$ cat config.mk
export PLATFORM = sky130hd
export DESIGN_NAME = scaler_top
export DESIGN_NICKNAME = d
export VERILOG_FILES = /design/src/scaler_geom_pkg.sv /design/src/scaler_ctrl_pkg.sv /design/src/raster_scan.sv /design/src/source_mapper.sv /design/src/block_fetch.sv /design/src/scale_ctrl.sv /design/src/scaler_top.sv
export SDC_FILE = /design/constraint.sdc
export NUM_CORES = 1
export LEC_CHECK = 0
export BUFFER_PORTS_ARGS = -buffer_cell sky130_fd_sc_hd__buf_2
export CORE_MARGIN = 2
export CORE_UTILIZATION = 36
export CTS_BUF_LIST = sky130_fd_sc_hd__clkbuf_4 sky130_fd_sc_hd__clkbuf_8
export CTS_CLUSTER_DIAMETER = 40
export CTS_CLUSTER_SIZE = 40
export DETAILED_ROUTE_END_ITERATION = 7
export REMOVE_ABC_BUFFERS = 1
export SYNTH_ARGS = -nofsm -noshare
export SYNTH_HDL_FRONTEND = slang
export SYNTH_SLANG_ARGS = --single-unit
$ cat constraint.sdc
create_clock -name clk -period 5.7 [get_ports clk]
set_clock_uncertainty 0.1 [all_clocks]
set_input_delay 1.14 -clock clk [delete_from_list [all_inputs] [get_ports clk]]
set_output_delay 1.14 -clock clk [all_outputs]
set_load 0.01 [all_outputs]
$ cat src/scaler_geom_pkg.sv
`default_nettype none

package scaler_geom_pkg;

    // ========================================
    // Pixel values
    // ========================================

    typedef logic [7:0] pixel_t;          // 8-bit grey

    localparam pixel_t pixel_black = 8'h00; // Fill outside the scaled window

    // ========================================
    // Framebuffer side, sized for 640x480
    // ========================================

    typedef logic [18:0] fb_addr_t;       // Linear, raster order
    typedef logic [9:0]  fb_x_t;
    typedef logic [8:0]  fb_y_t;

    // ========================================
    // Source ROM side, sized for 160x120
    // ========================================

    typedef logic [14:0] src_addr_t;
    typedef logic [7:0]  src_x_t;
    typedef logic [6:0]  src_y_t;

endpackage

`default_nettype wire

$ cat src/scaler_ctrl_pkg.sv
`default_nettype none

package scaler_ctrl_pkg;

    // Scale mode, sampled once per frame at start
    typedef enum logic [1:0] {
        mode_normal     = 2'd0, // 1:1 copy
        mode_half_avg   = 2'd1, // 0.5x, rounded mean of a 2x2 block
        mode_double_rep = 2'd2  // 2x, each source pixel covers 2x2 outputs
    } scale_mode_t;             // Code 3 behaves as normal

    // Number of ROM reads behind one output pixel
    typedef logic [2:0] tap_cnt_t;

    localparam tap_cnt_t taps_single = 3'd1;
    localparam tap_cnt_t taps_block  = 3'd4;

    function automatic tap_cnt_t mode_taps(input scale_mode_t mode);
        return (mode == mode_half_avg) ? taps_block : taps_single;
    endfunction

endpackage

`default_nettype wire

$ cat src/raster_scan.sv
`timescale 1ns/100ps
`default_nettype none

module raster_scan #(
    parameter int fb_w = 640,
    parameter int fb_h = 480
) (
    input  wire                       clk,
    input  wire                       reset,
    input  wire                       clear,
    input  wire                       step,
    output scaler_geom_pkg::fb_x_t    fb_x,
    output scaler_geom_pkg::fb_y_t    fb_y,
    output scaler_geom_pkg::fb_addr_t fb_addr,
    output logic                      last
);

    localparam scaler_geom_pkg::fb_x_t x_max =
        scaler_geom_pkg::fb_x_t'(fb_w - 1);
    localparam scaler_geom_pkg::fb_addr_t addr_max =
        scaler_geom_pkg::fb_addr_t'(fb_w * fb_h - 1);

    assign last = (fb_addr == addr_max);

    // Address and x/y advance together, so no divide by fb_w is needed
    always_ff @(posedge clk or posedge reset) begin
        if (reset) begin
            fb_addr <= '0;
            fb_x    <= '0;
            fb_y    <= '0;
        end else if (clear) begin
            fb_addr <= '0;
            fb_x    <= '0;
            fb_y    <= '0;
        end else if (step) begin
            fb_addr <= fb_addr + 1'b1;
            if (fb_x == x_max) begin
                fb_x <= '0;             // Wrap to next line
                fb_y <= fb_y + 1'b1;
            end else begin
                fb_x <= fb_x + 1'b1;
            end
        end
    end

    // Controller must stop at the final address, never wrap past it
    a_no_step_past_end: assert property (
        @(posedge clk) disable iff (reset) step |-> !last
    ) else $error("raster_scan stepped past the last framebuffer address");

endmodule

`default_nettype wire

$ cat src/source_mapper.sv
`timescale 1ns/100ps
`default_nettype none

module source_mapper #(
    parameter int src_w = 160,
    parameter int src_h = 120,
    parameter int fb_w  = 640,
    parameter int fb_h  = 480
) (
    input  wire scaler_geom_pkg::fb_x_t        fb_x,
    input  wire scaler_geom_pkg::fb_y_t        fb_y,
    input  wire scaler_ctrl_pkg::scale_mode_t  mode,
    output logic                               in_window,
    output scaler_geom_pkg::src_x_t            src_x,
    output scaler_geom_pkg::src_y_t            src_y
);

    // ========================================
    // Window size and centring offset per mode
    // ========================================

    localparam scaler_geom_pkg::fb_x_t w_nrm  = scaler_geom_pkg::fb_x_t'(src_w);
    localparam scaler_geom_pkg::fb_x_t w_half = scaler_geom_pkg::fb_x_t'(src_w / 2);
    localparam scaler_geom_pkg::fb_x_t w_dbl  = scaler_geom_pkg::fb_x_t'(src_w * 2);
    localparam scaler_geom_pkg::fb_y_t h_nrm  = scaler_geom_pkg::fb_y_t'(src_h);
    localparam scaler_geom_pkg::fb_y_t h_half = scaler_geom_pkg::fb_y_t'(src_h / 2);
    localparam scaler_geom_pkg::fb_y_t h_dbl  = scaler_geom_pkg::fb_y_t'(src_h * 2);

    localparam scaler_geom_pkg::fb_x_t x0_nrm  = scaler_geom_pkg::fb_x_t'((fb_w - src_w) / 2);
    localparam scaler_geom_pkg::fb_x_t x0_half = scaler_geom_pkg::fb_x_t'((fb_w - src_w / 2) / 2);
    localparam scaler_geom_pkg::fb_x_t x0_dbl  = scaler_geom_pkg::fb_x_t'((fb_w - src_w * 2) / 2);
    localparam scaler_geom_pkg::fb_y_t y0_nrm  = scaler_geom_pkg::fb_y_t'((fb_h - src_h) / 2);
    localparam scaler_geom_pkg::fb_y_t y0_half = scaler_geom_pkg::fb_y_t'((fb_h - src_h / 2) / 2);
    localparam scaler_geom_pkg::fb_y_t y0_dbl  = scaler_geom_pkg::fb_y_t'((fb_h - src_h * 2) / 2);

    scaler_geom_pkg::fb_x_t win_x0, win_w, rel_x;
    scaler_geom_pkg::fb_y_t win_y0, win_h, rel_y;

    always_comb begin
        win_x0 = x0_nrm;        // Normal, also covers code 3
        win_y0 = y0_nrm;
        win_w  = w_nrm;
        win_h  = h_nrm;
        case (mode)
            scaler_ctrl_pkg::mode_half_avg: begin
                win_x0 = x0_half;
                win_y0 = y0_half;
                win_w  = w_half;
                win_h  = h_half;
            end
            scaler_ctrl_pkg::mode_double_rep: begin
                win_x0 = x0_dbl;
                win_y0 = y0_dbl;
                win_w  = w_dbl;
                win_h  = h_dbl;
            end
            default: ;
        endcase

        rel_x     = fb_x - win_x0;  // Wraps when left of the window, caught below
        rel_y     = fb_y - win_y0;
        in_window = (fb_x >= win_x0) && (rel_x < win_w) &&
                    (fb_y >= win_y0) && (rel_y < win_h);

        // Base of the source block behind this output pixel
        case (mode)
            scaler_ctrl_pkg::mode_half_avg: begin
                src_x = scaler_geom_pkg::src_x_t'(rel_x << 1);
                src_y = scaler_geom_pkg::src_y_t'(rel_y << 1);
            end
            scaler_ctrl_pkg::mode_double_rep: begin
                src_x = scaler_geom_pkg::src_x_t'(rel_x >> 1);
                src_y = scaler_geom_pkg::src_y_t'(rel_y >> 1);
            end
            default: begin
                src_x = scaler_geom_pkg::src_x_t'(rel_x);
                src_y = scaler_geom_pkg::src_y_t'(rel_y);
            end
        endcase
    end

endmodule

`default_nettype wire

$ cat src/block_fetch.sv
`timescale 1ns/100ps
`default_nettype none

module block_fetch #(
    parameter int src_w = 160
) (
    input  wire                                clk,
    input  wire                                reset,
    input  wire                                start,
    input  wire scaler_ctrl_pkg::scale_mode_t  mode,
    input  wire scaler_geom_pkg::src_x_t       src_x,
    input  wire scaler_geom_pkg::src_y_t       src_y,
    output scaler_geom_pkg::src_addr_t         rom_addr,
    input  wire scaler_geom_pkg::pixel_t       rom_data,
    output scaler_geom_pkg::pixel_t            pixel,
    output logic                               valid
);

    logic busy;
    logic addr_live;                        // rom_addr holds a tap this cycle
    logic data_live;                        // rom_data holds that tap's pixel
    logic last_tap;
    scaler_ctrl_pkg::tap_cnt_t taps_q;
    scaler_ctrl_pkg::tap_cnt_t issue_cnt;   // Next tap to issue, bit0 = dx, bit1 = dy
    scaler_ctrl_pkg::tap_cnt_t recv_cnt;
    scaler_geom_pkg::src_x_t   base_x;
    scaler_geom_pkg::src_y_t   base_y;
    scaler_geom_pkg::src_x_t   tap_x;
    scaler_geom_pkg::src_y_t   tap_y;
    logic [9:0] acc;                        // Holds up to 4 x 255
    logic [9:0] sum_next;
    logic [9:0] sum_round;

    function automatic scaler_geom_pkg::src_addr_t tap_addr(
        input scaler_geom_pkg::src_x_t x,
        input scaler_geom_pkg::src_y_t y
    );
        return scaler_geom_pkg::src_addr_t'(y) * scaler_geom_pkg::src_addr_t'(src_w)
             + scaler_geom_pkg::src_addr_t'(x);
    endfunction

    assign tap_x     = base_x + scaler_geom_pkg::src_x_t'(issue_cnt[0]);
    assign tap_y     = base_y + scaler_geom_pkg::src_y_t'(issue_cnt[1]);
    assign last_tap  = data_live && (recv_cnt == taps_q - 3'd1);
    assign sum_next  = acc + {2'b00, rom_data};
    assign sum_round = sum_next + 10'd2;    // Round half up before the divide by 4

    // ========================================
    // Tap sequencing
    // ========================================

    always_ff @(posedge clk or posedge reset) begin
        if (reset) begin
            busy      <= 1'b0;
            addr_live <= 1'b0;
            data_live <= 1'b0;
            valid     <= 1'b0;
            taps_q    <= '0;
            issue_cnt <= '0;
            recv_cnt  <= '0;
            rom_addr  <= '0;
        end else begin
            valid     <= 1'b0;
            data_live <= addr_live;         // ROM answers one cycle later
            if (start) begin
                busy      <= 1'b1;
                taps_q    <= scaler_ctrl_pkg::mode_taps(mode);
                rom_addr  <= tap_addr(src_x, src_y);    // Tap 0 straight from the inputs
                addr_live <= 1'b1;
                issue_cnt <= 3'd1;
                recv_cnt  <= '0;
            end else if (busy) begin
                if (issue_cnt < taps_q) begin
                    rom_addr  <= tap_addr(tap_x, tap_y);
                    addr_live <= 1'b1;
                    issue_cnt <= issue_cnt + 3'd1;
                end else begin
                    addr_live <= 1'b0;
                end
                if (data_live) begin
                    recv_cnt <= recv_cnt + 3'd1;
                end
                if (last_tap) begin
                    busy  <= 1'b0;
                    valid <= 1'b1;
                end
            end
        end
    end

    // Datapath
    always_ff @(posedge clk) begin
        if (start) begin
            base_x <= src_x;
            base_y <= src_y;
            acc    <= '0;
        end else if (data_live) begin
            acc <= sum_next;
        end
        if (last_tap) begin
            pixel <= (taps_q == scaler_ctrl_pkg::taps_block) ? sum_round[9:2] : rom_data;
        end
    end

    a_no_start_when_busy: assert property (
        @(posedge clk) disable iff (reset) start |-> !busy
    ) else $error("block_fetch got start while a fetch was in flight");

endmodule

`default_nettype wire

$ cat src/scale_ctrl.sv
`timescale 1ns/100ps
`default_nettype none

module scale_ctrl (
    input  wire                                clk,
    input  wire                                reset,
    input  wire                                start,
    input  wire scaler_ctrl_pkg::scale_mode_t  mode,
    output scaler_ctrl_pkg::scale_mode_t       mode_q,
    input  wire scaler_geom_pkg::fb_addr_t     fb_addr_in,
    input  wire                                in_window,
    input  wire                                scan_last,
    output logic                               scan_clear,
    output logic                               scan_step,
    output logic                               fetch_start,
    input  wire scaler_geom_pkg::pixel_t       fetch_pixel,
    input  wire                                fetch_valid,
    output scaler_geom_pkg::fb_addr_t          fb_addr,
    output scaler_geom_pkg::pixel_t            fb_data,
    output logic                               fb_wren,
    output logic                               done
);

    typedef enum logic [2:0] {
        st_idle,
        st_eval,    // Current address judged against the window
        st_fetch,   // Waiting on block_fetch
        st_write,   // Fetched pixel on the framebuffer bus
        st_done
    } state_t;

    state_t state;
    logic   accept;
    logic   black_wr;
    logic   pixel_wr;

    assign accept      = start && (state == st_idle || state == st_done);
    assign scan_clear  = accept;
    assign black_wr    = (state == st_eval) && !in_window;
    assign pixel_wr    = (state == st_fetch) && fetch_valid;
    assign fetch_start = (state == st_eval) && in_window;
    assign scan_step   = !scan_last && (black_wr || (state == st_write));

    // ========================================
    // Frame FSM
    // ========================================

    always_ff @(posedge clk or posedge reset) begin
        if (reset) begin
            state   <= st_idle;
            mode_q  <= scaler_ctrl_pkg::mode_normal;
            fb_wren <= 1'b0;
            done    <= 1'b0;
        end else begin
            fb_wren <= black_wr || pixel_wr;
            case (state)
                st_idle, st_done: begin
                    if (accept) begin
                        mode_q <= mode;
                        done   <= 1'b0;
                        state  <= st_eval;
                    end else if (state == st_done) begin
                        done <= 1'b1;   // Rises the cycle after the last write
                    end
                end
                st_eval: begin
                    if (in_window) begin
                        state <= st_fetch;
                    end else if (scan_last) begin
                        state <= st_done;
                    end
                end
                st_fetch: begin
                    if (fetch_valid) begin
                        state <= st_write;
                    end
                end
                st_write: state <= scan_last ? st_done : st_eval;
                default:  state <= st_idle;
            endcase
        end
    end

    // Write data, registered alongside fb_wren
    always_ff @(posedge clk) begin
        if (black_wr) begin
            fb_addr <= fb_addr_in;
            fb_data <= scaler_geom_pkg::pixel_black;
        end else if (pixel_wr) begin
            fb_addr <= fb_addr_in;
            fb_data <= fetch_pixel;
        end
    end

    a_no_write_idle: assert property (
        @(posedge clk) disable iff (reset) (state == st_idle) |-> !fb_wren
    ) else $error("scale_ctrl wrote the framebuffer while idle");

endmodule

`default_nettype wire

$ cat src/scaler_top.sv
`timescale 1ns/100ps
`default_nettype none

module scaler_top #(
    parameter int src_w = 160,
    parameter int src_h = 120,
    parameter int fb_w  = 640,
    parameter int fb_h  = 480
) (
    input  wire                                clk,
    input  wire                                reset,
    input  wire                                start,
    input  wire scaler_ctrl_pkg::scale_mode_t  mode,
    output scaler_geom_pkg::src_addr_t         rom_addr,
    input  wire scaler_geom_pkg::pixel_t       rom_data,
    output scaler_geom_pkg::fb_addr_t          fb_addr,
    output scaler_geom_pkg::pixel_t            fb_data,
    output logic                               fb_wren,
    output logic                               done
);

    scaler_ctrl_pkg::scale_mode_t mode_q;
    scaler_geom_pkg::fb_x_t       fb_x;
    scaler_geom_pkg::fb_y_t       fb_y;
    scaler_geom_pkg::fb_addr_t    scan_addr;
    scaler_geom_pkg::src_x_t      src_x;
    scaler_geom_pkg::src_y_t      src_y;
    scaler_geom_pkg::pixel_t      fetch_pixel;
    logic scan_clear, scan_step, scan_last;
    logic in_window;
    logic fetch_start, fetch_valid;

    raster_scan #(.fb_w(fb_w), .fb_h(fb_h)) u_scan (
        .clk     (clk),
        .reset   (reset),
        .clear   (scan_clear),
        .step    (scan_step),
        .fb_x    (fb_x),
        .fb_y    (fb_y),
        .fb_addr (scan_addr),
        .last    (scan_last)
    );

    source_mapper #(.src_w(src_w), .src_h(src_h), .fb_w(fb_w), .fb_h(fb_h)) u_mapper (
        .fb_x      (fb_x),
        .fb_y      (fb_y),
        .mode      (mode_q),
        .in_window (in_window),
        .src_x     (src_x),
        .src_y     (src_y)
    );

    block_fetch #(.src_w(src_w)) u_fetch (
        .clk      (clk),
        .reset    (reset),
        .start    (fetch_start),
        .mode     (mode_q),
        .src_x    (src_x),
        .src_y    (src_y),
        .rom_addr (rom_addr),
        .rom_data (rom_data),
        .pixel    (fetch_pixel),
        .valid    (fetch_valid)
    );

    scale_ctrl u_ctrl (
        .clk         (clk),
        .reset       (reset),
        .start       (start),
        .mode        (mode),
        .mode_q      (mode_q),
        .fb_addr_in  (scan_addr),
        .in_window   (in_window),
        .scan_last   (scan_last),
        .scan_clear  (scan_clear),
        .scan_step   (scan_step),
        .fetch_start (fetch_start),
        .fetch_pixel (fetch_pixel),
        .fetch_valid (fetch_valid),
        .fb_addr     (fb_addr),
        .fb_data     (fb_data),
        .fb_wren     (fb_wren),
        .done        (done)
    );

endmodule

`default_nettype wire

; Yosys cells after proc, flatten, opt, wreduce, memory -nomap -nowiden
; Index checks and enable logic that the tools add are counted.
[classes]
n_addsub = 14
mul = 2
n_lt_le_gt_ge = 5
eq_ne = 13
mux = 44
n_reduce_logical = 29
[ops]
columns = cell, count
row1 = $mux 19, 4
row2 = $pmux 8 s2, 3
row3 = $mux 15, 3
row4 = $mux 3, 12
row5 = $pmux 9 s2, 2
row6 = $add 15x8->15, 2
row7 = $mux 10, 3
row8 = $mux 9, 3
row9 = $mul 7x3->10 const B, 2
row10 = $add 19x1->19 const B, 1
row11 = $eq 19x19->1 const B, 1
row12 = $pmux 7 s2, 1
row13 = $reduce_bool 2->1, 7
row14 = $pmux 3 s4, 1
row15 = $mux 1, 11
row16 = $add 10x1->10 const B, 1
row17 = $add 10x2->10 const B, 1
row18 = $add 10x8->10, 1
row19 = $eq 10x10->1 const B, 1
row20 = $ge 10x9->1, 1
row21 = $lt 10x9->1, 1
row22 = $reduce_and 2->1, 5
row23 = $sub 10x9->10, 1
row24 = $add 9x1->9 const B, 1
row25 = other kinds (23), 38
[word_totals]
reg_bits = 133
word_cells = 128

; Longest topological paths before layout
; Gate-level depths: netlist (run 1).
[logic_depth]
word_depth = 13
ltp_mapped = 20
ltp_nobuf = 20

; Modules after synthesis
; Synthesis (run 1) repeated with hierarchy kept, for this count alone.
[hier_totals]
hier_cells = 844
area_unflattened_um2 = 8325.5
[by_module_without_submodules]
columns = mod, instances, cells_per_inst, area_each_um2, seq_area_each_um2
row1 = block_fetch, 1, 401, 4012.6, 1566.5
row2 = raster_scan, 1, 207, 1998.2, 950.9
row3 = scale_ctrl, 1, 72, 1174.9, 905.9
row4 = source_mapper, 1, 164, 1139.8, 0.0

; Worst setup path before layout (run 1)
; No wires, ideal clock.
[synth_timing]
path_kind = register to register
from = register u_ctrl.mode_q[0]
to = register u_fetch.base_x[0] (enable)
t_arrival_ns = 4.017
required_ns = 5.215
path_slack_ns = 1.198
stages_incl_launch_ff = 16
cell_sequence = dfrtp_1 -> inv_1 -> ha_1 -> inv_1 -> fa_1 -> a21oi_1 -> o21bai_1 -> a21oi_1 -> xnor2_1 -> ha_1 -> a211o_1 -> a21o_1 -> a311oi_2 -> nand4_2 -> nor3_2 -> clkbuf_1
[synth_between]
elab_chain_cells = 8
word_cells_on_any_way = 16
[synth_rtl]
columns = element, line_no
row1 = start: declaration, scale_ctrl.sv:9  ; output scaler_ctrl_pkg::scale_mode_t mode_q,
row2 = start signal: assignment, scale_ctrl.sv:51  ; mode_q <= scaler_ctrl_pkg::mode_normal;
row3 = start signal: assignment, scale_ctrl.sv:59  ; mode_q <= mode;
row4 = $eq 2x2->1 or $eq 2x1->1 (tied branches), source_mapper.sv:44  ; case (mode)
row5 = $pmux 9 s2, source_mapper.sv:44
row6 = $sub 10x9->10, source_mapper.sv:60  ; rel_x = fb_x - win_x0;
row7 = $lt 10x9->1, source_mapper.sv:62  ; in_window = (fb_x >= win_x0) && (rel_x < win_w) &&
row8 = $logic_and 1x1->1 (2 in series), source_mapper.sv:62
row9 = $logic_and 1x1->1 (*), source_mapper.sv:63  ; (fb_y >= win_y0) && (rel_y < win_h);
row10 = $logic_and 1x1->1 (*), scale_ctrl.sv:41  ; assign fetch_start = (state == st_eval) && in_window;
row11 = named net fetch_start, scaler_top.sv:31  ; logic fetch_start, fetch_valid;
row12 = end signal: assignment, block_fetch.sv:94  ; base_x <= src_x;
row13 = end: declaration, block_fetch.sv:26  ; scaler_geom_pkg::src_x_t base_x;
; The timed path passes the listed nets; every way through them passes the cells marked *.
; A chain may end at the register's enable or synchronous reset.

; Final worst setup path (run 1)
[layout_timing]
from = register u_ctrl.mode_q[1]
to = register u_fetch.base_x[5] (enable)
[layout_between]
elab_chain_cells = 8
word_cells_on_any_way = 16
[layout_rtl]
columns = element, line_no
row1 = $eq 2x2->1 or $eq 2x1->1 (tied branches), source_mapper.sv:44
row2 = $pmux 9 s2, source_mapper.sv:44
row3 = $sub 10x9->10, source_mapper.sv:60
row4 = $lt 10x9->1, source_mapper.sv:62
row5 = $logic_and 1x1->1 (2 in series), source_mapper.sv:62
row6 = $logic_and 1x1->1 (*), source_mapper.sv:63
row7 = $logic_and 1x1->1 (*), scale_ctrl.sv:41
; Mark *: on every way between the ends. The rest lies on a longest branch, timed or not.

==> results of run 1 <==
==> state kept, by name, indices dropped and copies added (netlist names) <==
register	cells
u_ctrl.fb_addr	19
u_scan.fb_addr	19
u_fetch.rom_addr	15
u_fetch.acc	10
u_scan.fb_x	10
u_scan.fb_y	9
u_ctrl.fb_data	8
u_fetch.base_x	8
u_fetch.pixel	8
u_fetch.base_y	7
u_ctrl.state	3
u_fetch.issue_cnt	3
u_fetch.recv_cnt	3
u_ctrl.mode_q	2
u_fetch.taps_q	2
u_ctrl.done	1
u_ctrl.fb_wren	1
u_fetch.addr_live	1
u_fetch.busy	1
u_fetch.data_live	1
u_fetch.valid	1
==> cell families (layout without fill, tap and decap cells) <==
logic type | count (synthesis) | count (layout)
simple gates | 276 | 276
xor+xnor | 65 | 65
fa+ha+maj | 77 | 77
flops | 132 | 132
compound gates | 192 | 192
mux | 27 | 27
buf+inv | 69 | 141
==> report_power, final <==
part / leakage [uW] / internal, uW / switching [uW] / total, uW
Clock: 0.000202 / 401 / 410 / 811
Combinational: 0.00227 / 1150 / 1620 / 2770
Sequential: 0.00154 / 1240 / 187 / 1430
Total: 0.00401 / 2790 / 2210 / 5010
==> metrics by stage <==
stage	util [%]	hold WS [ns]	setup WS, ns	total power (uW)
after floorplan	-	0.255	-0.480	3530
after global placement	39.9	0.275	1.21	4200
after detailed placement	39.9	0.269	1.10	4230
after CTS	41.7	0.283	1.07	5070
after global routing	41.7	0.292	0.722	5510
final	41.7	0.283	1.14	5010
==> cell type report <==
| cell class | count | area (um2) |
|---|---|---|
| clock buffer | 17 | 234 |
| clock inverter | 15 | 169 |
| fill | 2153 | 12800 |
| inverter | 40 | 151 |
| multi-input combinational | 637 | 4420 |
| sequential | 132 | 3420 |
| tap | 280 | 350 |
| timing repair buffer | 69 | 403 |
==> cell usage in the layout, fill, tap and decap left out, types with 3 or more instances in the layout <==
| master | instances |
|---|---|
| sky130_fd_sc_hd__nand2_1 | 99 |
| sky130_fd_sc_hd__dfrtp_1 | 72 |
| sky130_fd_sc_hd__ha_1 | 70 |
| sky130_fd_sc_hd__nor2_1 | 61 |
| sky130_fd_sc_hd__a21oi_1 | 60 |
| sky130_fd_sc_hd__buf_2 | 56 |
| sky130_fd_sc_hd__o21ai_0 | 51 |
| sky130_fd_sc_hd__edfxtp_1 | 42 |
| sky130_fd_sc_hd__inv_1 | 39 |
| sky130_fd_sc_hd__xnor2_1 | 38 |
| sky130_fd_sc_hd__nand3_1 | 33 |
| sky130_fd_sc_hd__xor2_1 | 27 |
| sky130_fd_sc_hd__mux2i_1 | 25 |
| sky130_fd_sc_hd__dfxtp_1 | 18 |
| sky130_fd_sc_hd__clkbuf_8 | 17 |
| sky130_fd_sc_hd__nor2b_1 | 12 |
| sky130_fd_sc_hd__and3_1 | 12 |
| sky130_fd_sc_hd__or3_1 | 11 |
| sky130_fd_sc_hd__buf_4 | 11 |
| sky130_fd_sc_hd__o21a_1 | 9 |
| sky130_fd_sc_hd__a211oi_1 | 9 |
| sky130_fd_sc_hd__a21o_1 | 9 |
| sky130_fd_sc_hd__nand2b_1 | 8 |
| sky130_fd_sc_hd__nor3_1 | 8 |
| sky130_fd_sc_hd__nand4_1 | 7 |
| sky130_fd_sc_hd__fa_1 | 7 |
| sky130_fd_sc_hd__o211ai_1 | 6 |
| sky130_fd_sc_hd__inv_6 | 6 |
| sky130_fd_sc_hd__nor4b_1 | 5 |
| sky130_fd_sc_hd__o31ai_1 | 5 |
| sky130_fd_sc_hd__a22oi_1 | 5 |
| sky130_fd_sc_hd__a221oi_1 | 4 |
| sky130_fd_sc_hd__a31oi_1 | 4 |
| sky130_fd_sc_hd__o21bai_1 | 4 |
| sky130_fd_sc_hd__o2111ai_1 | 4 |
| sky130_fd_sc_hd__o31a_1 | 3 |
| sky130_fd_sc_hd__or4_1 | 3 |
| sky130_fd_sc_hd__clkinv_2 | 3 |
==> metal layers <==
metal,vias up,part of all wire [%]
met1,2905,48
met2,83,47
met5,-,0
li1,3133,-
met3,7,3.5
met4,0,0.82
==> worst paths after layout <==
kind	to	slack (ns)	cells after the start
min reg2reg	u_fetch.data_live$_DFF_PP0_	0.28	0
max reg2reg	u_fetch.base_x[5]$_DFFE_PP_	1.14	16
max	u_fetch.base_x[5]$_DFFE_PP_	1.14	16
min in group asynchronous	u_fetch.rom_addr[14]$_DFFE_PP0P_	0.57	2
max in group asynchronous	u_scan.fb_addr[15]$_DFFE_PP0P_	3.92	3
min	u_fetch.data_live$_DFF_PP0_	0.28	0
==> results.md, run 1 <==
* Routed WL per cell at 14.5 um
* Synthesized-area fraction occupied by and/or/nand/nor cells at around 16%
* Cell Area, Placed at just under 0.009 mm2
* Post-synthesis instance area at approximately 0.008 mm2
* Number of placed instances, taps included at approximately 1200
* TritonCTS Buffers at 17
* Ys async rst share at about 55%
* Shortest period the worst path allows at about 4.6 ns
* Via count of the first global-routing pass at ~6000
* Highest-delay cell along the critical path: sky130_fd_sc_hd__nor3_4
* Most common cell on crit path: sky130_fd_sc_hd__ha_1
* Die area at between 0.02 and 0.025 mm2
* Area share of fa/ha/maj cells after synthesis at about an eighth
* Hold Path Origin: u_fetch.addr_live$_DFFE_PP0P_
* Routing usage on met3 at approximately 3.7%
* Layer with the highest usage: met2
* Crit. End Element: flop
* Slew of the pin with the lowest slew margin at 1.09 ns
* Number of detailed-routing iterations run before antenna repair at 5
* Detailed Place HPWL at between 10 and 15 mm
* Area share of the leading cell type in the synthesized netlist at 22.3%
* Cell types occupying the most area after synthesis: sky130_fd_sc_hd__dfrtp_1 22%, sky130_fd_sc_hd__edfxtp_1 16%, sky130_fd_sc_hd__ha_1 11%
* Post-detailed-route via-to-cell ratio at about 5.1
* Arrival time at the worst endpoint at ~4.6 ns
* Port bufs at 56
* Final Hold Violating Endpoints at 0
* Start of the worst register-to-register path: u_ctrl.mode_q[1]$_DFFE_PP0P_
* GRT Overall Usage at ~15%
* Total Neg Setup Slack at 0 ns
* Number of setup violations in the final report at 0
* Vertical extent of the die at roughly 150 um
* # Post-CTS Setup Buffers at 0
* Detailed-route via count at between 6000 and 7000
* Compound-gate portion of the synthesized area at 15.0%
* Worst IR drop on VDD at about 0.00025 V
* Horizontal extent of the die at 154 um
* Final max-slew violation count at 0
* Leftover overflow at the end of global routing at 0
* Startpoint types: flop
* RSZ-0062 raised after global routing: no
* Placement row count at 54
* Tightest Hold Check Type: reg -> reg
* Area of the placeable core at ~0.022 mm2
* Fraction of the cycle the final worst path needs at approximately 80%
* Main flop type after synthesis: sky130_fd_sc_hd__dfrtp_1
* Post-CTS sizing at 0
* Endpoint required time on the critical path at 5.74 ns
* Gpl congestion at 0.847
* Pin count of the biggest net entering global routing at 53
* Portion of netlist area occupied by mux cells at under 10%
* Dominant cell by count in the synthesized netlist: sky130_fd_sc_hd__nand2_1
* Pleak at around 0.004 uW
* Hold-fix buffers, CTS at 0
* Worst slew margin at a little over a quarter
* Drt total wl at approximately 17 mm
* Crit path buffers/inverters at 3
* Met1 layer usage reported by global route at approximately 20%
* Effective utilization at floorplan at between 30% and 40%
* Non-filler instance count after layout at around 1200
* Crit-path max cell delay at around 0.6 ns
* Power density over cell area at around 550 mW/mm2
* Class of the most critical setup path: reg -> reg
* Area share of xor/xnor cells in the synthesized design at under 10%
* Clock Tree Buf Depth at 2
* Mean area per synthesized cell at just under 10 um2
* Most common library cells after synthesis: 99 x sky130_fd_sc_hd__nand2_1, 72 x sky130_fd_sc_hd__dfrtp_1, 70 x sky130_fd_sc_hd__ha_1, 61 x sky130_fd_sc_hd__nor2_1, 60 x sky130_fd_sc_hd__a21oi_1
* Area growth, synth to finish at 13.1%
* Peak clock frequency supported by timing at around 220 MHz
* Clock transition at path regs at 0.08 ns
* Worst setup startpoint: u_ctrl.mode_q[1]$_DFFE_PP0P_
* Post-synthesis instance total at about 840
* Family with the most delay on the worst path: compound AO/OA/AOI/OAI gates
* Worst skew pair latency at between 0.4 and 0.5 ns
* Highest net fanout along the worst path at 26
* Total I/O pin count at 57
* Cell taking the most area after synthesis: sky130_fd_sc_hd__dfrtp_1
* DRC at 0
* First-iteration detailed-routing DRC count at between 300 and 400
* Final Cell Area at approximately 0.0092 mm2
* Number of enable-type register cells in the synthesized netlist at 42
* Run status: finished, final reports clean
* Buffer cell driving the clock tree root: sky130_fd_sc_hd__clkbuf_8
* Antenna diode count at 0
* Global-route wire length before repair at approximately 30 mm
* Critical path cell sequence: inv_1, ha_1, ha_1, inv_1, fa_1, a21oi_1, o21bai_1, a21oi_1, xnor2_1, ha_1, a211o_1, a21o_1, a311oi_2, nand4_2, nor3_4, buf_12
* Total of max-cap violations at 0
* Synth cell types at 63
* Fraction of final layout cells sized beyond drive strength 1 at between 10% and 20%
* M2 GR Usage at between 20% and 30%
* Dominant combinational cell family by area after synthesis: simple AND/OR/NAND/NOR gates
* Synth warnings at 0
* H-tree lvl count at 4
* Number of synthesized register bits at about 130
* Initial antenna violation count at 0
* Net count, final at between 900 and 1000
* Remaining antenna violation count after routing at 0
* TritonCTS clock tree: yes
* Sinks on Clock Net at 132
* Sequential-to-total area share from yosys stat at between 40% and 50%
Power figures use the tool's default switching activity.
==> run 2: changes to the inputs <==
==> constraint.sdc (replaced) <==
create_clock -name clk -period 4.6 [get_ports clk]
set_clock_uncertainty 0.1 [all_clocks]
set_input_delay 0.92 -clock clk [delete_from_list [all_inputs] [get_ports clk]]
set_output_delay 0.92 -clock clk [all_outputs]
set_load 0.01 [all_outputs]
==> results.md, run 2 (synthesized netlist as in run 1, its figures left out) <==
* Worst hold-check slack at 0.288 ns (was 0.283 ns)
* Post-detailed-route via-to-cell ratio at 5.17 (was 5.15)
* Drt total wl at 17.3 mm (was 17.2 mm)
* Routed WL per cell at 14.5 um (about the same)
* Effective utilization at floorplan at 36.9% (unchanged)
* Antenna diode count at 0 (unchanged)
* Most used cells in the layout excluding fill and tap cells: 99 x sky130_fd_sc_hd__nand2_1, 72 x sky130_fd_sc_hd__dfrtp_1, 69 x sky130_fd_sc_hd__ha_1 (was 99 x sky130_fd_sc_hd__nand2_1, 72 x sky130_fd_sc_hd__dfrtp_1, 70 x sky130_fd_sc_hd__ha_1)
* RSZ-0062 raised after global routing: yes (was no)
* DRC at 0 (unchanged)
* Initial antenna violation count at 0 (unchanged)
* Pleak at 0.00404 uW (was 0.00401 uW)
* Power density over cell area at 700 mW/mm2 (was 547 mW/mm2)
* Share of power burned in the clock network at 14.5% (was 16.2%)
* Worst slew margin at 25.0% (was 27.3%)
* Placement row count at 54 (unchanged)
* Area growth, synth to finish at 13.6% (was 13.1%)
* Run status: finished, final reports clean (unchanged)
* Worst IR drop on VDD at 0.000375 V (was 0.000247 V)
* GRT Overall Usage at 15.2% (was 15.4%)
* Gpl congestion at 0.838 (was 0.847)
* Total of max-cap violations at 0 (unchanged)
* Comb pwr share at 58.0% (was 55.3%)
* Vertical extent of the die at 154 um (unchanged)
* Crit. End Element: flop (unchanged)
* TritonCTS Buffers at 17 (unchanged)
* Internal Pwr Total at 3510 uW (was 2790 uW)
* Final max-slew violation count at 0 (unchanged)
* Die area at 0.0237 mm2 (unchanged)
* Power spent charging and discharging nets at 2920 uW (was 2210 uW)
* # Post-CTS Setup Buffers at 0 (unchanged)
* Area of the placeable core at 0.0220 mm2 (unchanged)
* Reg2reg path depth at 18 (was 16)
* Global-route wire length before repair at 29.5 mm (was 29.9 mm)
* Non-filler instance count after layout at 1191 (was 1190)
* Number of placed instances, taps included at 1159 (was 1158)
* Class of the most critical setup path: reg -> reg (unchanged)
* Post-CTS sizing at 0 (unchanged)
* Utilization of the core after routing at 41.9% (was 41.7%)
* Portion of total power attributed to sequential cells at 27.5% (was 28.5%)
* Peak clock frequency supported by timing at 231 MHz (was 219 MHz)
* TritonCTS clock tree: yes (unchanged)
* WHS Path Cells at 0 (unchanged)
* Clock Tree Buf Depth at 2 (unchanged)
* Fraction of the cycle the final worst path needs at 94.2% (was 80.0%)
* Buffer cell driving the clock tree root: sky130_fd_sc_hd__clkbuf_8 (unchanged)
* Slew of the pin with the lowest slew margin at 1.13 ns (was 1.09 ns)
* Hold-fix buffers, CTS at 0 (unchanged)
* Number of setup violations in the final report at 0 (unchanged)
* Fraction of final layout cells sized beyond drive strength 1 at 14.2% (was 12.9%)
* Remaining antenna violation count after routing at 0 (unchanged)
* Endpoint required time on the critical path at 4.84 ns (was 5.74 ns)
* Total I/O pin count at 57 (unchanged)
* Detailed Place HPWL at 12.4 mm (was 12.6 mm)
* Detailed-route via count at 6155 (was 6128)
* Worst skew pair latency at 0.46 ns (was 0.44 ns)
* Net count, final at 988 (was 987)
* Port bufs at 56 (unchanged)
* Clock transition at path regs at 0.08 ns (about the same)
* Switching share of power at 45.4% (was 44.2%)
* Largest registers ranked by flip-flop count: u_ctrl.fb_addr x19, u_scan.fb_addr x19, u_fetch.rom_addr x15 (unchanged)
* Startpoint types: flop (unchanged)
* First-iteration detailed-routing DRC count at 289 (was 365)
* Tightest Hold Check Type: reg -> reg (unchanged)
* Arrival time at the worst endpoint at 4.58 ns (was 4.61 ns)
* Setup slack, reg-to-reg at 0.27 ns (was 1.14 ns)
* Final Hold Violating Endpoints at 0 (unchanged)
* Horizontal extent of the die at 154 um (unchanged)
* Sinks on Clock Net at 132 (unchanged)
* Number of detailed-routing iterations run before antenna repair at 5 (unchanged)
* H-tree lvl count at 4 (unchanged)
* Leftover overflow at the end of global routing at 0 (unchanged)
* Highest net fanout along the worst path at 67 (was 26)
* Most common cell after layout, fill and taps aside: sky130_fd_sc_hd__nand2_1 (unchanged)
* Via count of the first global-routing pass at 5970 (was 6002)
* Pin count of the biggest net entering global routing at 68 (was 53)
* Shortest period the worst path allows at 4.33 ns (was 4.56 ns)
* Total Neg Setup Slack at 0 ns (unchanged)
[run 2: changes by cell type in the layout (fill, tap and decap cells not counted), moves of 3 or more]
cell                      delta
sky130_fd_sc_hd__o21ai_1     +3
sky130_fd_sc_hd__a21oi_1     -3
sky130_fd_sc_hd__o21ai_0     -3
sky130_fd_sc_hd__a21oi_2     +3
[run 2: area by class of cell]
type | instances | area (um2)
Clock buffer | 17 | 234
Clock inverter | 15 | 135
Fill cell | 2143 | 12800
Inverter | 40 | 151
Multi-Input combinational cell | 637 | 4500
Sequential cell | 132 | 3420
Tap cell | 280 | 350
Timing Repair Buffer | 70 | 403
[run 2: final timing paths]
kind,start,end
max in group asynchronous,reset,u_scan.fb_x[1]$_DFFE_PP0P_
min,u_fetch.addr_live$_DFFE_PP0P_,u_fetch.data_live$_DFF_PP0_
max reg2reg,u_ctrl.mode_q[1]$_DFFE_PP0P_,u_fetch.rom_addr[14]$_DFFE_PP0P_
min reg2reg,u_fetch.addr_live$_DFFE_PP0P_,u_fetch.data_live$_DFF_PP0_
max,u_ctrl.mode_q[1]$_DFFE_PP0P_,u_fetch.rom_addr[14]$_DFFE_PP0P_
min in group asynchronous,reset,u_fetch.rom_addr[11]$_DFFE_PP0P_
[run 2: metrics by stage]
stage          cell area (um2)  total power [uW]  setup slack, ns
2_1_floorplan             7980              4380            -1.58
3_3_place_gp              8750              5240            0.216
3_5_place_dp              8750              5280            0.179
4_1_cts                   9110              6260            0.160
5_1_grt                   9200              7020          -0.0292
6_report                  9200              6430            0.267
[run 2: layer usage]
layer | wire length, um | GRT usage (%) | vias up
li1 | - | - | 3129
met1 | 8490 | 20.9 | 2924
met2 | 8080 | 24.1 | 87
met3 | 546 | 3.21 | 15
met4 | 167 | 4.36 | 0
met5 | 0 | 0 | -
[run 2: power by group through the flow]
stage / sequential [uW] / clock, uW / combinational, uW
floorplan: 1790 / 0 / 2580
global placement: 1790 / 0 / 3450
detailed placement: 1790 / 0 / 3490
CTS: 1770 / 967 / 3520
global route: 1810 / 1010 / 4200
finish: 1770 / 936 / 3730
[run 2: critical path: stages (launching register included)]
cell and delay, ns:
sky130_fd_sc_hd__dfrtp_1 0.39, sky130_fd_sc_hd__inv_1 0.10, sky130_fd_sc_hd__ha_2 0.22, sky130_fd_sc_hd__ha_1 0.17
sky130_fd_sc_hd__inv_1 0.05, sky130_fd_sc_hd__fa_1 0.42, sky130_fd_sc_hd__a21oi_2 0.22, sky130_fd_sc_hd__o21bai_1 0.08
sky130_fd_sc_hd__a21oi_1 0.18, sky130_fd_sc_hd__xnor2_1 0.16, sky130_fd_sc_hd__ha_1 0.28, sky130_fd_sc_hd__a211o_1 0.30
sky130_fd_sc_hd__a21o_1 0.17, sky130_fd_sc_hd__a311oi_2 0.35, sky130_fd_sc_hd__nand4_4 0.24, sky130_fd_sc_hd__nor3_4 0.20
sky130_fd_sc_hd__clkbuf_16 0.29, sky130_fd_sc_hd__a211oi_1 0.08, sky130_fd_sc_hd__a21o_1 0.17
==> run 3: changes to the inputs <==
==> constraint.sdc (replaced) <==
create_clock -name clk -period 4.9 [get_ports clk]
set_clock_uncertainty 0.1 [all_clocks]
set_input_delay 0.98 -clock clk [delete_from_list [all_inputs] [get_ports clk]]
set_output_delay 0.98 -clock clk [all_outputs]
set_load 0.01 [all_outputs]
==> results.md, run 3 (synthesized netlist as in run 1, its figures left out) <==
* Run status: finished, final reports clean (unchanged)
* Clock Tree Buf Depth at 2 (unchanged)
* Shortest period the worst path allows at 4.58 ns (was 4.33 ns)
* Placement row count at 54 (unchanged)
* Worst skew pair latency at 0.45 ns (was 0.46 ns)
* Total of max-cap violations at 0 (unchanged)
* Worst IR drop on VDD at 0.000277 V (was 0.000375 V)
* Highest-delay cell along the critical path: sky130_fd_sc_hd__fa_1 (unchanged)
* Setup ws final at 0.319 ns (was 0.267 ns)
* Worst setup startpoint: u_ctrl.mode_q[1]$_DFFE_PP0P_ (unchanged)
* Most common cell on crit path: sky130_fd_sc_hd__ha_1
* Horizontal extent of the die at 154 um (unchanged)
* Leftover overflow at the end of global routing at 0 (unchanged)
* Worst slew margin at 25.4% (was 25.0%)
* Tightest Hold Check Type: reg -> reg (unchanged)
* Most common cell after layout, fill and taps aside: sky130_fd_sc_hd__nand2_1 (unchanged)
* Arrival time at the worst endpoint at 4.81 ns (was 4.58 ns)
* Final Hold Violating Endpoints at 0 (unchanged)
* TritonCTS Buffers at 17 (unchanged)
* Post-detailed-route via-to-cell ratio at 5.21 (was 5.17)
* Cell Area, Placed at 0.00875 mm2 (unchanged)
* Die area at 0.0237 mm2 (unchanged)
* Area of the placeable core at 0.0220 mm2 (unchanged)
* Buffer cell driving the clock tree root: sky130_fd_sc_hd__clkbuf_8 (unchanged)
* Final max-slew violation count at 0 (unchanged)
* Highest net fanout along the worst path at 4 (was 67)
* Total power of the final layout at 5880 uW (was 6430 uW)
* Total Neg Setup Slack at 0 ns (unchanged)
* TritonCTS clock tree: yes (unchanged)
* Endpoint required time on the critical path at 5.13 ns (was 4.84 ns)
* Setup slack at placement at 0.354 ns (was 0.179 ns)
* Family with the most delay on the worst path: adder cells (was compound AO/OA/AOI/OAI gates)
* Sinks on Clock Net at 132 (unchanged)
* Crit-path max cell delay at 0.39 ns (was 0.42 ns)
* Crit path buffers/inverters at 2 (was 3)
* Slew of the pin with the lowest slew margin at 1.12 ns (was 1.13 ns)
* Largest registers ranked by flip-flop count: u_ctrl.fb_addr x19, u_scan.fb_addr x19, u_fetch.rom_addr x15 (unchanged)
* Startpoint types: flop (unchanged)
* Setup slack, reg-to-reg at 0.32 ns (was 0.27 ns)
* Net count, final at 988 (unchanged)
* Start of the worst register-to-register path: u_ctrl.mode_q[1]$_DFFE_PP0P_ (unchanged)
* Critical path cell sequence: inv_1, ha_1, ha_1, inv_1, fa_1, a21oi_1, o21bai_1, a21oi_1, xnor2_1, ha_1, nor2_1, a2bb2oi_1, ha_1, ha_1, o21ai_0, a21oi_1, nor2b_1, nor4b_1, xor2_1, a21oi_1 (was inv_1, ha_2, ha_1, inv_1, fa_1, a21oi_2, o21bai_1, a21oi_1, xnor2_1, ha_1, a211o_1, a21o_1, a311oi_2, nand4_4, nor3_4, clkbuf_16, a211oi_1, a21o_1)
* Vertical extent of the die at 154 um (unchanged)
* Drt total wl at 17.9 mm (was 17.3 mm)
* Final Cell Area at 0.00915 mm2 (was 0.00920 mm2)
* Area growth, synth to finish at 13.0% (was 13.6%)
* First-iteration detailed-routing DRC count at 365 (was 289)
* Hold-fix buffers, CTS at 0 (unchanged)
* Via count of the first global-routing pass at 6194 (was 5970)
* Pleak at 0.00400 uW (was 0.00404 uW)
* H-tree lvl count at 4 (unchanged)
* Crit. End Element: flop (unchanged)
* Clock transition at path regs at 0.09 ns (was 0.08 ns)
* Peak clock frequency supported by timing at 218 MHz (was 231 MHz)
* Effective utilization at floorplan at 36.9% (unchanged)
* Pin count of the biggest net entering global routing at 49 (was 68)
* Gpl congestion at 0.879 (was 0.838)
* GRT Overall Usage at 15.8% (was 15.2%)
* DRC at 0 (unchanged)
* Initial antenna violation count at 0 (unchanged)
* Power density over cell area at 643 mW/mm2 (was 700 mW/mm2)
* Total I/O pin count at 57 (unchanged)
* Number of detailed-routing iterations run before antenna repair at 4 (was 5)
* Number of setup violations in the final report at 0 (unchanged)
* Global-route wire length before repair at 30.8 mm (was 29.5 mm)
* Most used cells in the layout excluding fill and tap cells: 99 x sky130_fd_sc_hd__nand2_1, 72 x sky130_fd_sc_hd__dfrtp_1, 70 x sky130_fd_sc_hd__ha_1 (was 99 x sky130_fd_sc_hd__nand2_1, 72 x sky130_fd_sc_hd__dfrtp_1, 69 x sky130_fd_sc_hd__ha_1)
* Detailed Place HPWL at 12.9 mm (was 12.4 mm)
* Fraction of the cycle the final worst path needs at 93.5% (was 94.2%)
* Class of the most critical setup path: reg -> reg (unchanged)
* Hold Path Origin: u_fetch.addr_live$_DFFE_PP0P_ (unchanged)
* Routed WL per cell at 15.0 um (was 14.5 um)
* Port bufs at 56 (unchanged)
* RSZ-0062 raised after global routing: no (was yes)
* Detailed-route via count at 6204 (was 6155)
* Antenna diode count at 0 (unchanged)
* Remaining antenna violation count after routing at 0 (unchanged)
* Fraction of final layout cells sized beyond drive strength 1 at 13.0% (was 14.2%)
* # Post-CTS Setup Buffers at 0 (unchanged)
-- run 3: cell count changes in the layout (fill, tap and decap cells not counted), sizes merged --
cell    previous run  this run
buf               69        70
bufinv             0         1
clkinv             4         5
inv               49        47
clkbuf            18        17
-- run 3: routing by layer --
metal | vias to the layer above | track usage [%] | wire length, um
met2 | 86 | 25.7 | 8490
met5 | - | 0 | 0
li1 | 3137 | - | -
met1 | 2973 | 21.5 | 8690
met4 | 0 | 4.49 | 123
met3 | 8 | 3.07 | 574
-- run 3: timing repair --
| item | 4_1_cts | 5_1_grt |
|---|---|---|
| endpoints found under the setup margin | 0 | 1 |
| endpoints found under the hold margin | 0 | 0 |
| resized for setup | 0 | 3 |
-- run 3: power by group --
| part | total (uW) | switching [uW] | internal [uW] |
|---|---|---|---|
| combinational | 3290 | 1910 | 1380 |
| clock | 928 | 503 | 425 |
| sequential | 1670 | 222 | 1450 |
-- run 3: layout make-up --
| class | count | area (um2) |
|---|---|---|
| Fill cell | 2140 | 12800 |
| Timing Repair Buffer | 70 | 398 |
| Tap cell | 280 | 350 |
| Multi-Input combinational cell | 637 | 4420 |
| Inverter | 40 | 151 |
| Clock buffer | 17 | 234 |
| Sequential cell | 132 | 3420 |
| Clock inverter | 15 | 165 |
-- run 3: final timing paths --
check,end,cells past startpoint
max in group asynchronous,u_scan.fb_x[8]$_DFFE_PP0P_,3
worst max register to register,u_fetch.rom_addr[13]$_DFFE_PP0P_,20
worst min register to register,u_fetch.data_live$_DFF_PP0_,0
min in group asynchronous,u_fetch.rom_addr[11]$_DFFE_PP0P_,2
worst min-delay path,u_fetch.data_live$_DFF_PP0_,0
worst max-delay path,u_fetch.rom_addr[13]$_DFFE_PP0P_,20
-- run 3: through the flow --
stage	std cells	hold WS (ns)	util (%)
6_report	1191	0.300	41.6
5_1_grt	1191	0.306	41.6
4_1_cts	1191	0.303	41.6
3_5_place_dp	1159	0.270	39.8
3_3_place_gp	1159	0.260	39.8
2_1_floorplan	809	0.255	-
-- run 3: worst reg2reg max path: stages (launching register included) --
cell and delay [ns]:
sky130_fd_sc_hd__dfrtp_1 0.38, sky130_fd_sc_hd__inv_1 0.09, sky130_fd_sc_hd__ha_1 0.25, sky130_fd_sc_hd__ha_1 0.21, sky130_fd_sc_hd__inv_1 0.05, sky130_fd_sc_hd__fa_1 0.39
sky130_fd_sc_hd__a21oi_1 0.22, sky130_fd_sc_hd__o21bai_1 0.09, sky130_fd_sc_hd__a21oi_1 0.18, sky130_fd_sc_hd__xnor2_1 0.16, sky130_fd_sc_hd__ha_1 0.18, sky130_fd_sc_hd__nor2_1 0.04
sky130_fd_sc_hd__a2bb2oi_1 0.36, sky130_fd_sc_hd__ha_1 0.31, sky130_fd_sc_hd__ha_1 0.31, sky130_fd_sc_hd__o21ai_0 0.15, sky130_fd_sc_hd__a21oi_1 0.16, sky130_fd_sc_hd__nor2b_1 0.21
sky130_fd_sc_hd__nor4b_1 0.34, sky130_fd_sc_hd__xor2_1 0.20, sky130_fd_sc_hd__a21oi_1 0.08
